**src/verilog/exec_pkg.sv**
```systemverilog
package exec_pkg;

    // ==================================================
    // Widths
    // ==================================================

    // RV32 data path
    localparam int XLEN      = 32;
    // Reorder-buffer tag
    localparam int TAG_WIDTH = 6;

    // ==================================================
    // Operation encodings
    // ==================================================

    // Integer operation select
    typedef enum logic [3:0] {
        ADD    = 4'd0,
        SUB    = 4'd1,
        AND    = 4'd2,
        OR     = 4'd3,
        XOR    = 4'd4,
        SLL    = 4'd5,
        SRL    = 4'd6,
        SRA    = 4'd7,
        SLT    = 4'd8,
        SLTU   = 4'd9,
        // LUI passes the immediate through
        PASS_B = 4'd10
    } alu_op_e;

    // Branch kind, no BGEU so the field fits in 3 bits
    typedef enum logic [2:0] {
        NONE = 3'd0,
        BEQ  = 3'd1,
        BNE  = 3'd2,
        BLT  = 3'd3,
        BGE  = 3'd4,
        BLTU = 3'd5,
        JAL  = 3'd6,
        JALR = 3'd7
    } branch_sel_e;

    // ==================================================
    // Bundles
    // ==================================================

    // Condition flags taken from the subtract path
    typedef struct packed {
        logic zero;
        logic negative;
        logic carry;
        logic overflow;
    } alu_flags_t;

    // One operation from a reservation station
    typedef struct packed {
        logic [TAG_WIDTH-1:0] tag;
        alu_op_e              alu_op;
        branch_sel_e          branch_sel;
        logic [XLEN-1:0]      operand_a;
        logic [XLEN-1:0]      operand_b;
        logic [XLEN-1:0]      pc;
        logic [XLEN-1:0]      branch_target;
        logic                 predicted_taken;
        logic [XLEN-1:0]      predicted_pc;
        // Load or store address calculation
        logic                 mem_addr;
    } issue_op_t;

    // Common data bus broadcast
    typedef struct packed {
        logic [TAG_WIDTH-1:0] tag;
        logic [XLEN-1:0]      value;
        logic                 is_branch;
        logic                 mispredict;
        logic [XLEN-1:0]      correct_pc;
        logic                 mem_addr;
    } cdb_t;

    // Branch outcome handed from resolver to unit
    typedef struct packed {
        logic            is_branch;
        logic            mispredict;
        logic [XLEN-1:0] correct_pc;
    } branch_out_t;

endpackage

```
**src/verilog/alu_shifter.sv**
```systemverilog
`timescale 1ns/1ps

module alu_shifter (
    input  logic [exec_pkg::XLEN-1:0] a,
    input  logic [exec_pkg::XLEN-1:0] b,
    input  exec_pkg::alu_op_e         alu_op,
    output logic [exec_pkg::XLEN-1:0] result,
    output exec_pkg::alu_flags_t      flags
);
    import exec_pkg::*;

    // Adder paths
    logic [XLEN:0]   sub_full;
    logic [XLEN-1:0] diff;
    logic [XLEN-1:0] sum;
    logic            lt_signed;
    logic            lt_unsigned;

    // Barrel shifter, right shifting only
    logic [4:0]      shamt;
    logic            shift_fill;
    logic [XLEN-1:0] shift_stage [6];
    logic [XLEN-1:0] shift_out;

    // Mirror a word so a left shift can reuse the right shifter
    function automatic logic [XLEN-1:0] bit_reverse(input logic [XLEN-1:0] v);
        logic [XLEN-1:0] r;
        for (int i = 0; i < XLEN; i++) begin
            r[i] = v[XLEN-1-i];
        end
        return r;
    endfunction

    // ==================================================
    // Add and subtract
    // ==================================================

    assign sum = a + b;

    // a + ~b + 1, the top bit is the carry (no borrow)
    assign sub_full = {1'b0, a} + {1'b0, ~b} + {{XLEN{1'b0}}, 1'b1};
    assign diff     = sub_full[XLEN-1:0];

    // Flags always describe a - b
    assign flags.zero     = (diff == '0);
    assign flags.negative = diff[XLEN-1];
    assign flags.carry    = sub_full[XLEN];
    assign flags.overflow = (a[XLEN-1] ^ b[XLEN-1]) & (a[XLEN-1] ^ diff[XLEN-1]);

    // Comparisons come straight off the flags
    assign lt_signed   = flags.negative ^ flags.overflow;
    assign lt_unsigned = ~flags.carry;

    // ==================================================
    // Shifter
    // ==================================================

    // Only the low five bits of b count
    assign shamt      = b[4:0];
    // Sign fill for SRA only
    assign shift_fill = (alu_op == SRA) & a[XLEN-1];

    assign shift_stage[0] = (alu_op == SLL) ? bit_reverse(a) : a;

    // One stage per shift amount bit
    for (genvar s = 0; s < 5; s++) begin : g_shift
        localparam int STEP = 1 << s;
        assign shift_stage[s+1] = shamt[s]
            ? {{STEP{shift_fill}}, shift_stage[s][XLEN-1:STEP]}
            : shift_stage[s];
    end

    assign shift_out = shift_stage[5];

    // Result select
    always_comb begin
        case (alu_op)
            ADD:     result = sum;
            SUB:     result = diff;
            AND:     result = a & b;
            OR:      result = a | b;
            XOR:     result = a ^ b;
            // Undo the mirror on the way out
            SLL:     result = bit_reverse(shift_out);
            SRL:     result = shift_out;
            SRA:     result = shift_out;
            SLT:     result = {{(XLEN-1){1'b0}}, lt_signed};
            SLTU:    result = {{(XLEN-1){1'b0}}, lt_unsigned};
            PASS_B:  result = b;
            default: result = '0;
        endcase
    end

endmodule

```
**src/verilog/branch_resolver.sv**
```systemverilog
`timescale 1ns/1ps

module branch_resolver (
    input  exec_pkg::issue_op_t       op,
    input  logic [exec_pkg::XLEN-1:0] alu_result,
    input  exec_pkg::alu_flags_t      flags,
    output exec_pkg::branch_out_t     br
);
    import exec_pkg::*;

    logic            taken;
    logic [XLEN-1:0] pc_plus4;
    logic [XLEN-1:0] jalr_target;

    // Fall-through address
    assign pc_plus4 = op.pc + XLEN'(4);

    // ALU runs ADD for JALR, drop the two low bits
    assign jalr_target = {alu_result[XLEN-1:2], 2'b00};

    // Condition from the a - b flags
    always_comb begin
        case (op.branch_sel)
            BEQ:     taken = flags.zero;
            BNE:     taken = !flags.zero;
            BLT:     taken = flags.negative ^ flags.overflow;
            BGE:     taken = !(flags.negative ^ flags.overflow);
            // No borrow means a >= b unsigned
            BLTU:    taken = !flags.carry;
            default: taken = 1'b0;
        endcase
    end

    // ==================================================
    // Outcome and redirect
    // ==================================================

    always_comb begin
        br.is_branch  = (op.branch_sel != NONE);
        br.mispredict = 1'b0;
        br.correct_pc = pc_plus4;
        case (op.branch_sel)
            // Plain op, next PC is sequential
            NONE: br.correct_pc = pc_plus4;
            // Target is known at decode so never wrong
            JAL:  br.correct_pc = op.branch_target;
            JALR: begin
                br.mispredict = (jalr_target != op.predicted_pc);
                br.correct_pc = jalr_target;
            end
            default: begin
                br.mispredict = taken ^ op.predicted_taken;
                br.correct_pc = taken ? op.branch_target : pc_plus4;
            end
        endcase
    end

endmodule

```
**src/verilog/exec_unit.sv**
```systemverilog
`timescale 1ns/1ps

module exec_unit (
    input  logic                clk,
    input  logic                rst_n,
    input  logic                issue_valid,
    input  exec_pkg::issue_op_t issue_op,
    output logic                issue_ready,
    output logic                pending,
    output exec_pkg::cdb_t      result,
    input  logic                grant
);
    import exec_pkg::*;

    alu_op_e         eff_op;
    logic [XLEN-1:0] alu_result;
    alu_flags_t      alu_flags;
    branch_out_t     br;
    logic [XLEN-1:0] link_addr;
    cdb_t            next_result;
    logic            fire;

    // ==================================================
    // Issue handshake
    // ==================================================

    // Accept when empty, or when the held result leaves this cycle
    assign issue_ready = !pending || grant;
    assign fire        = issue_valid && issue_ready;

    // ALU op override for branches and address math
    always_comb begin
        eff_op = issue_op.alu_op;
        if (issue_op.mem_addr || issue_op.branch_sel == JALR) begin
            eff_op = ADD;
        end else if (issue_op.branch_sel inside {BEQ, BNE, BLT, BGE, BLTU}) begin
            // Compare through the subtract path
            eff_op = SUB;
        end
    end

    alu_shifter i_alu_shifter (
        .a      (issue_op.operand_a),
        .b      (issue_op.operand_b),
        .alu_op (eff_op),
        .result (alu_result),
        .flags  (alu_flags)
    );

    branch_resolver i_branch_resolver (
        .op         (issue_op),
        .alu_result (alu_result),
        .flags      (alu_flags),
        .br         (br)
    );

    // Return address for JAL and JALR
    assign link_addr = issue_op.pc + XLEN'(4);

    // ==================================================
    // Result formation
    // ==================================================

    always_comb begin
        next_result.tag        = issue_op.tag;
        next_result.is_branch  = br.is_branch;
        next_result.mispredict = br.mispredict;
        next_result.correct_pc = br.correct_pc;
        next_result.mem_addr   = issue_op.mem_addr;
        case (issue_op.branch_sel)
            // ALU result, address sum for loads and stores
            NONE:      next_result.value = alu_result;
            JAL, JALR: next_result.value = link_addr;
            // Conditional branches write nothing
            default:   next_result.value = '0;
        endcase
    end

    // Pending flag
    always_ff @(posedge clk) begin
        if (!rst_n) begin
            pending <= 1'b0;
        end else if (fire) begin
            // New op refills even when the old one is granted
            pending <= 1'b1;
        end else if (grant) begin
            pending <= 1'b0;
        end
    end

    // Held output register
    always_ff @(posedge clk) begin
        if (fire) begin
            result <= next_result;
        end
    end

endmodule

```
**src/verilog/cdb_arbiter.sv**
```systemverilog
`timescale 1ns/1ps

module cdb_arbiter #(
    parameter int NUM_FU = 3
) (
    input  logic                        clk,
    input  logic                        rst_n,
    input  logic [NUM_FU-1:0]           pending,
    input  exec_pkg::cdb_t [NUM_FU-1:0] results,
    output logic [NUM_FU-1:0]           grant,
    output logic                        cdb_valid,
    output exec_pkg::cdb_t              cdb
);

    localparam int PTR_W = (NUM_FU > 1) ? $clog2(NUM_FU) : 1;

    // Unit with the highest priority this cycle
    logic [PTR_W-1:0] ptr;
    logic [PTR_W-1:0] grant_idx;
    logic             hit;

    // ==================================================
    // Round-robin search
    // ==================================================

    always_comb begin
        int unsigned idx;
        hit       = 1'b0;
        grant     = '0;
        grant_idx = ptr;
        for (int k = 0; k < NUM_FU; k++) begin
            // Walk from the pointer and wrap
            idx = int'(ptr) + k;
            if (idx >= NUM_FU) begin
                idx = idx - NUM_FU;
            end
            if (!hit && pending[idx]) begin
                hit        = 1'b1;
                grant[idx] = 1'b1;
                grant_idx  = PTR_W'(idx);
            end
        end
    end

    // Bus driven straight from the granted register
    assign cdb_valid = hit;
    assign cdb       = hit ? results[grant_idx] : '0;

    // Pointer moves one past the winner
    always_ff @(posedge clk) begin
        if (!rst_n) begin
            ptr <= '0;
        end else if (hit) begin
            if (grant_idx == PTR_W'(NUM_FU - 1)) begin
                ptr <= '0;
            end else begin
                ptr <= grant_idx + PTR_W'(1);
            end
        end
    end

endmodule

```
**src/verilog/execute_stage.sv**
```systemverilog
`timescale 1ns/1ps

module execute_stage #(
    parameter int NUM_FU = 3
) (
    input  logic                             clk,
    input  logic                             rst_n,
    input  logic [NUM_FU-1:0]                issue_valid,
    input  exec_pkg::issue_op_t [NUM_FU-1:0] issue_op,
    output logic [NUM_FU-1:0]                issue_ready,
    output logic                             cdb_valid,
    output exec_pkg::cdb_t                   cdb
);
    import exec_pkg::*;

    // Per-unit hold state toward the arbiter
    logic [NUM_FU-1:0]  unit_pending;
    logic [NUM_FU-1:0]  unit_grant;
    cdb_t [NUM_FU-1:0]  unit_result;

    // ==================================================
    // Functional units
    // ==================================================

    // One unit per reservation-station port
    for (genvar i = 0; i < NUM_FU; i++) begin : g_fu
        exec_unit i_exec_unit (
            .clk         (clk),
            .rst_n       (rst_n),
            .issue_valid (issue_valid[i]),
            .issue_op    (issue_op[i]),
            .issue_ready (issue_ready[i]),
            .pending     (unit_pending[i]),
            .result      (unit_result[i]),
            .grant       (unit_grant[i])
        );
    end

    // ==================================================
    // CDB arbitration
    // ==================================================

    // One broadcast per cycle
    cdb_arbiter #(
        .NUM_FU (NUM_FU)
    ) i_cdb_arbiter (
        .clk       (clk),
        .rst_n     (rst_n),
        .pending   (unit_pending),
        .results   (unit_result),
        .grant     (unit_grant),
        .cdb_valid (cdb_valid),
        .cdb       (cdb)
    );

endmodule

```
**config.mk**
```make
export PLATFORM = sky130hd
export DESIGN_NAME = execute_stage
export DESIGN_NICKNAME = d
export VERILOG_FILES = /design/src/verilog/exec_pkg.sv /design/src/verilog/alu_shifter.sv /design/src/verilog/branch_resolver.sv /design/src/verilog/exec_unit.sv /design/src/verilog/cdb_arbiter.sv /design/src/verilog/execute_stage.sv
export SDC_FILE = /design/constraint.sdc
export NUM_CORES = 2
export LEC_CHECK = 0
export CORE_MARGIN = 2
export CORE_UTILIZATION = 35
export DETAILED_ROUTE_END_ITERATION = 8
export DONT_BUFFER_PORTS = 1
export SYNTH_ARGS = -nofsm -noshare
export SYNTH_HDL_FRONTEND = slang
export SYNTH_SLANG_ARGS = --single-unit
```
**constraint.sdc**
```tcl
create_clock -name clk -period 13.2 [get_ports clk]
set_input_delay 2.64 -clock clk [delete_from_list [all_inputs] [get_ports clk]]
set_output_delay 2.64 -clock clk [all_outputs]
set_load 0.1 [all_outputs]
```
After elaboration in Yosys (flattened, before gate mapping)
Cells that the tools add are included.
Storage, ports and cells
  register bits: 224
  logic and storage cells: 271
  output and inout port bits: 77
Cells by class
  reduce and logical (&&, ||, !) cells: 55
  bitwise logic cells: 35
  equality and inequality tests: 55
  $add $sub $neg: 18
  $lt $le $gt $ge: 10
  mux-type cells: 76
Operators by type and width (count)
  $pmux 32 s10: 3
  $mux 32: 24
  $pmux 32 s3: 3
  $pmux 32 s2: 3
  $bmux 73 s2: 1
  $mux 73: 2
  $add 32x32->33: 3
  $add 33x1->33 const B: 3
  $add 32x3->32 const B: 3
  $add 32x32->32: 3
  $and 32x32->32: 3
  $ge 32x1->1 const B: 3
  $logic_not 32->1: 3
  $lt 32x3->1 const B: 3
  $ne 32x32->1: 3
  $not 32->32: 3
  $or 32x32->32: 3
  $xor 32x32->32: 3
  $ge 32x2->1 const B: 2
  $sub 32x2->32 const B: 2
  $eq 4x3->1 const B: 12
  $eq 3x3->1 const B: 12
  $eq 4x4->1 const B: 9
  $eq 4x2->1 const B: 6
  other kinds (31): 134

Longest topological paths before layout
  depth after elaboration: 14
  depth in mapped cells: 29
  gate-level depth less buffers: 24

Cells and area by module
Synthesis repeated with hierarchy kept, for this count alone.
Second synthesis, totals
  cell total of the unflattened synthesis: 5117
  area, all modules: 41375.9 um^2
Modules (own cells, without submodules)
  alu_shifter at g_fu[1].i_exec_unit.i_alu_shifter ...: times used 2, sequential area each 0.0 um^2, area an instance 8051.5 um^2, cells an instance 1154
  exec_unit: times used 3, sequential area each 2212.1 um^2, area an instance 3159.3 um^2, cells an instance 235
  alu_shifter at g_fu[0].i_exec_unit.i_alu_shifter: times used 1, sequential area each 0.0 um^2, area an instance 7962.6 um^2, cells an instance 1139
  branch_resolver: times used 3, sequential area each 0.0 um^2, area an instance 1806.7 um^2, cells an instance 246
  cdb_arbiter: times used 1, sequential area each 40.0 um^2, area an instance 2412.3 um^2, cells an instance 227

Worst setup path after synthesis
OpenSTA, ideal clock, no wires.
  kind: in2reg
  start: input issue_op[275] in the netlist's numbering
  end: register g_fu[1].i_exec_unit.result[1] in the netlist's numbering (data pin)
  stages on the path: 29
  path buffers: 6
  setup slack: 4227 ps
  arrival time: 8716 ps
  cells stage by stage: clkbuf_1 -> inv_2 -> clkbuf_1 -> clkbuf_1 -> ha_1 -> buf_2 -> nand2b_1 -> o2111ai_1 -> a2111oi_2 -> a211o_1 -> buf_2 -> a41o_1 -> nor4_1 -> or3_1 -> a21oi_1 -> nor2_1 -> fa_1 -> nand4b_1 -> nor4_1 -> nand4_1 -> nor4_1 -> nand4_1 -> nor4_1 -> nand4b_1 -> mux2i_1 -> a311oi_1 -> o21ai_1 -> clkbuf_1 -> a22o_1
RTL lines
  from (decl): RTL line execute_stage.sv:9  | input exec_pkg::issue_op_t [NUM_FU-1:0] issue_op,
  to (signal assigned): RTL line exec_unit.sv:94  | result <= next_result;
  to (decl): RTL line exec_unit.sv:10  | output exec_pkg::cdb_t result,

==> results.md <==
- Worst path depth: 23
- Switching share of power: 0.655
- Top cells by area, synth: edfxtp_1, ha_1, a21oi_1
- Critical path arrival: 10.92 ns
- Combinational Power Share: 0.740
- Synth Instances: 6281
- PD cells: 143 mW/mm²
- Setup WS pre-CTS: 2.33 ns
- Synth cell count leaders: nand2_1, nor2_1, a21oi_1, o21ai_0, inv_1
- Final WS setup: 2.53 ns
- Status: complete, but fails checks
- Synth Warn #: 0
- Detailed-route DRC error count: 15
- DR iter-0 viols: 9422
- Post-route minimum period: 10.67 ns
- Sequential share of power: 0.148
- HP Start: i_cdb_arbiter.ptr[0]$_SDFFE_PN0P_
- Worst-path clk slew: 0.07 ns
- Post-route setup TNS: 0 ns
- DPL Wire Length: 251000 µm
- Main synth FF type: edfxtp_1
- Critical-path cell list: clkinv_1 -> ha_1 -> inv_1 -> o2111ai_1 -> a2111oi_2 -> a211o_1 -> a41o_1 -> nor4_1 -> or3_1 -> a21oi_1 -> nor2_1 -> fa_1 -> nand4b_1 -> nor4_1 -> nand4_1 -> nor4_1 -> nand4_1 -> nor4_1 -> nand4b_1 -> mux2i_1 -> a311oi_4 -> and2_1 -> a221oi_1
- Cell taking the most area after synthesis: edfxtp_1
- Cell depth of the worst flop-to-flop path: 10
- Pin count of the biggest net entering global routing: 94
- CTS tree: yes
- Die Span X: 363 µm
- Reg-to-reg startpoint: i_cdb_arbiter.ptr[0]$_SDFFE_PN0P_
- DIE AREA: 0.132 mm²
- Synth Register Bits: 224
- Synth cell types: 120
- Non-Filler Instances: 7734
- Synth top area share: 0.146
- Post-synthesis sequential area ratio: 0.148
- Worst path top cell family by delay: compound AO/OA/AOI/OAI gates
- Slowest-stage cell, CP: a311oi_4
- Crit-path max FO: 39
- # setup viols final: 0
- Failing checks: DRC, capacitance limit, slew limit
- Share of cells above drive strength 1: 0.0854
- Via density: 7.24
- Total global-route track usage: 0.446
- Detail Route Antenna Nets: 0
- Post-CTS Hold Fix Bufs: 0
- Leading cell type by number of instances after synthesis: nand2_1
- Clk_lat worst skew: 0.59 ns
- Initial antenna violation count: 59
- Worst min-delay path class: reg2reg
- Wirelength per Cell: 40.1 µm
- Mean Syn Cell Area: 7.17 µm²
- GPL Wtd Cong: 1.10
- Worst-Margin Slew: 1.57 ns
- Net Sw Power: 4480 µW
- CP endpoint kind: flip-flop
- DRT Pass-1 Iters: 9
- F_max: 0.0937 GHz
- Final Hold Vio Count: 0
- Cell Rows: 131
- Drt total wl: 310000 µm
- Clock power share: 0.113
- Setup bufs post-CTS: 0
- Core Footprint: 0.128 mm²
- Placed Cells: 7622
- Metal-1 WL: 112000 µm
- Num CTS Buffers: 26
- Final slew viol count: 2
- CP Launch Point: issue_op[276]
- GRT Residual Overflow: 0
- H-tree Lvls: 1
- Starting density of the core: 0.353
- Crit Path Class: in2reg
- Net Count, Synth: 7115
- First-pass GRT wire length: 417000 µm
- Top sig layer: met5
- Vias: 55964
- Slew headroom: -0.0437
- CP required: 13.45 ns
- Maximum VDD drop: 0.229 mV
- Number of max-cap violations: 1
- Clk root buf: clkbuf_16
- Leak Pwr: 0.0179 µW
- Critical Path Max Stage Delay: 0.87 ns
- Clk sinks: 224
- Port Buffers: 0
- CP Launch Type: input port
- Final Util: 0.374
- Crit path top cell by count: nor4_1
- CP Buf/Inv Count: 2
- Wire length on met2: 128000 µm
- Area growth syn-to-layout: 5.92%
- Internal power: 2360 µW
- Asr flop ratio synth: 0
- Clock Path Buffers: 3
- Cell Area, Synth: 0.0450 mm²
- RSZ-0062 raised after global routing: no
- DR WL met3: 42200 µm
- Fin nets: 6822
- Layout Skew: 0.0358 ns
- Number of flops mapped to enable cells by yosys: 219
- Top-level port count: 607
- Vias in the first global route: 50498
- Post-CTS resize count: 0
- Worst hold path depth: 2
- Chip Height: 363 µm
- Fin crit share: 0.808
-- path summary, 6_finish.rpt --
check,slack (ns),endpoint
worst max-delay path,2.53,g_fu[1].i_exec_unit.result[9]$_DFFE_PP_
worst min register to register,0.57,i_cdb_arbiter.ptr[0]$_SDFFE_PN0P_
worst max register to register,8.63,g_fu[1].i_exec_unit.result[58]$_DFFE_PP_
worst min-delay path,0.57,i_cdb_arbiter.ptr[0]$_SDFFE_PN0P_
-- layer usage --
| layer | up-vias | track usage |
|---|---|---|
| li1 | 23320 | - |
| met1 | 27108 | 0.528 |
| met2 | 4398 | 0.660 |
| met3 | 1100 | 0.165 |
| met4 | 38 | 0.322 |
| met5 | - | 0 |
-- layout by cell type (no fill, tap or decap), drive strengths merged, types with 39 or more instances in the layout --
master	synthesis	final
or2	40	40
xnor2	140	140
o31ai	49	49
mux4	43	43
a21o	62	62
a31oi	55	55
diode	0	64
and2	51	51
ha	295	295
o221ai	69	69
mux2	42	42
nand2b	39	39
inv	370	372
xor2	85	85
nor2b	55	55
edfxtp	219	219
and3	61	61
o21ai	402	402
nand2	668	668
a221o	39	39
a211oi	122	122
nor2	576	576
nor3	166	166
o211ai	77	77
mux2i	164	164
a21oi	537	537
o22ai	104	104
a221oi	114	114
or3	48	48
nand4	78	78
nand3	208	208
buf	111	141
a22oi	86	86
nor4	74	74
-- logic make-up (layout without fill, tap and decap cells) --
kind of cell	count (synthesis)	in the layout	synth area share
simple gates	2171	2171	0.230
compound gates	2269	2269	0.351
mux	249	249	0.0687
fa+ha+maj	304	304	0.0860
buf+inv	839	566	0.0731
other cells	0	64	0
xor+xnor	225	225	0.0438
flops	224	224	0.148
-- final cells by class --
type	count	area, µm²
fillers	13629	80000
multi-input cells	5218	35400
flip-flops and latches	224	6680
well taps	1662	2080
inverters	377	1420
repair buffers	141	1060
clock buffers	29	683
clock inverters	19	183
diodes	64	160
-- stage by stage --
step           total power (µW)  hold WS (ns)  area, µm²
6_report                   6840         0.571      47700
4_1_cts                    6680         0.579      47500
5_1_grt                    6990         0.631      47600
2_1_floorplan              4440         0.536      45000
3_3_place_gp               5920         0.568      46700
3_5_place_dp               5910         0.570      46700
-- power by group through the flow --
stage          Clock (µW)  Sequential, µW  Combinational (µW)
3_3_place_gp            0            1020                4900
4_1_cts               770            1010                4910
5_1_grt               793            1020                5180
6_report              770            1010                5060
3_5_place_dp            0            1020                4890
2_1_floorplan           0            1010                3430
-- state kept, by name, indices dropped and copies added (netlist names) --
register                  count
g_fu.i_exec_unit.result     219
i_cdb_arbiter.ptr             2
g_fu.i_exec_unit.pending      3
-- worst reg2reg max path, cell delays in order, from the launching register on --
cell,delay (ns)
dfxtp_1,0.40
inv_1,0.08
ha_1,0.49
inv_1,0.26
nor4b_1,0.32
o22ai_1,0.21
o41ai_1,0.11
buf_4,0.21
a221o_1,0.92
and2_4,0.41
buf_4,0.71
Note: power is estimated with default switching activity, not from simulation.
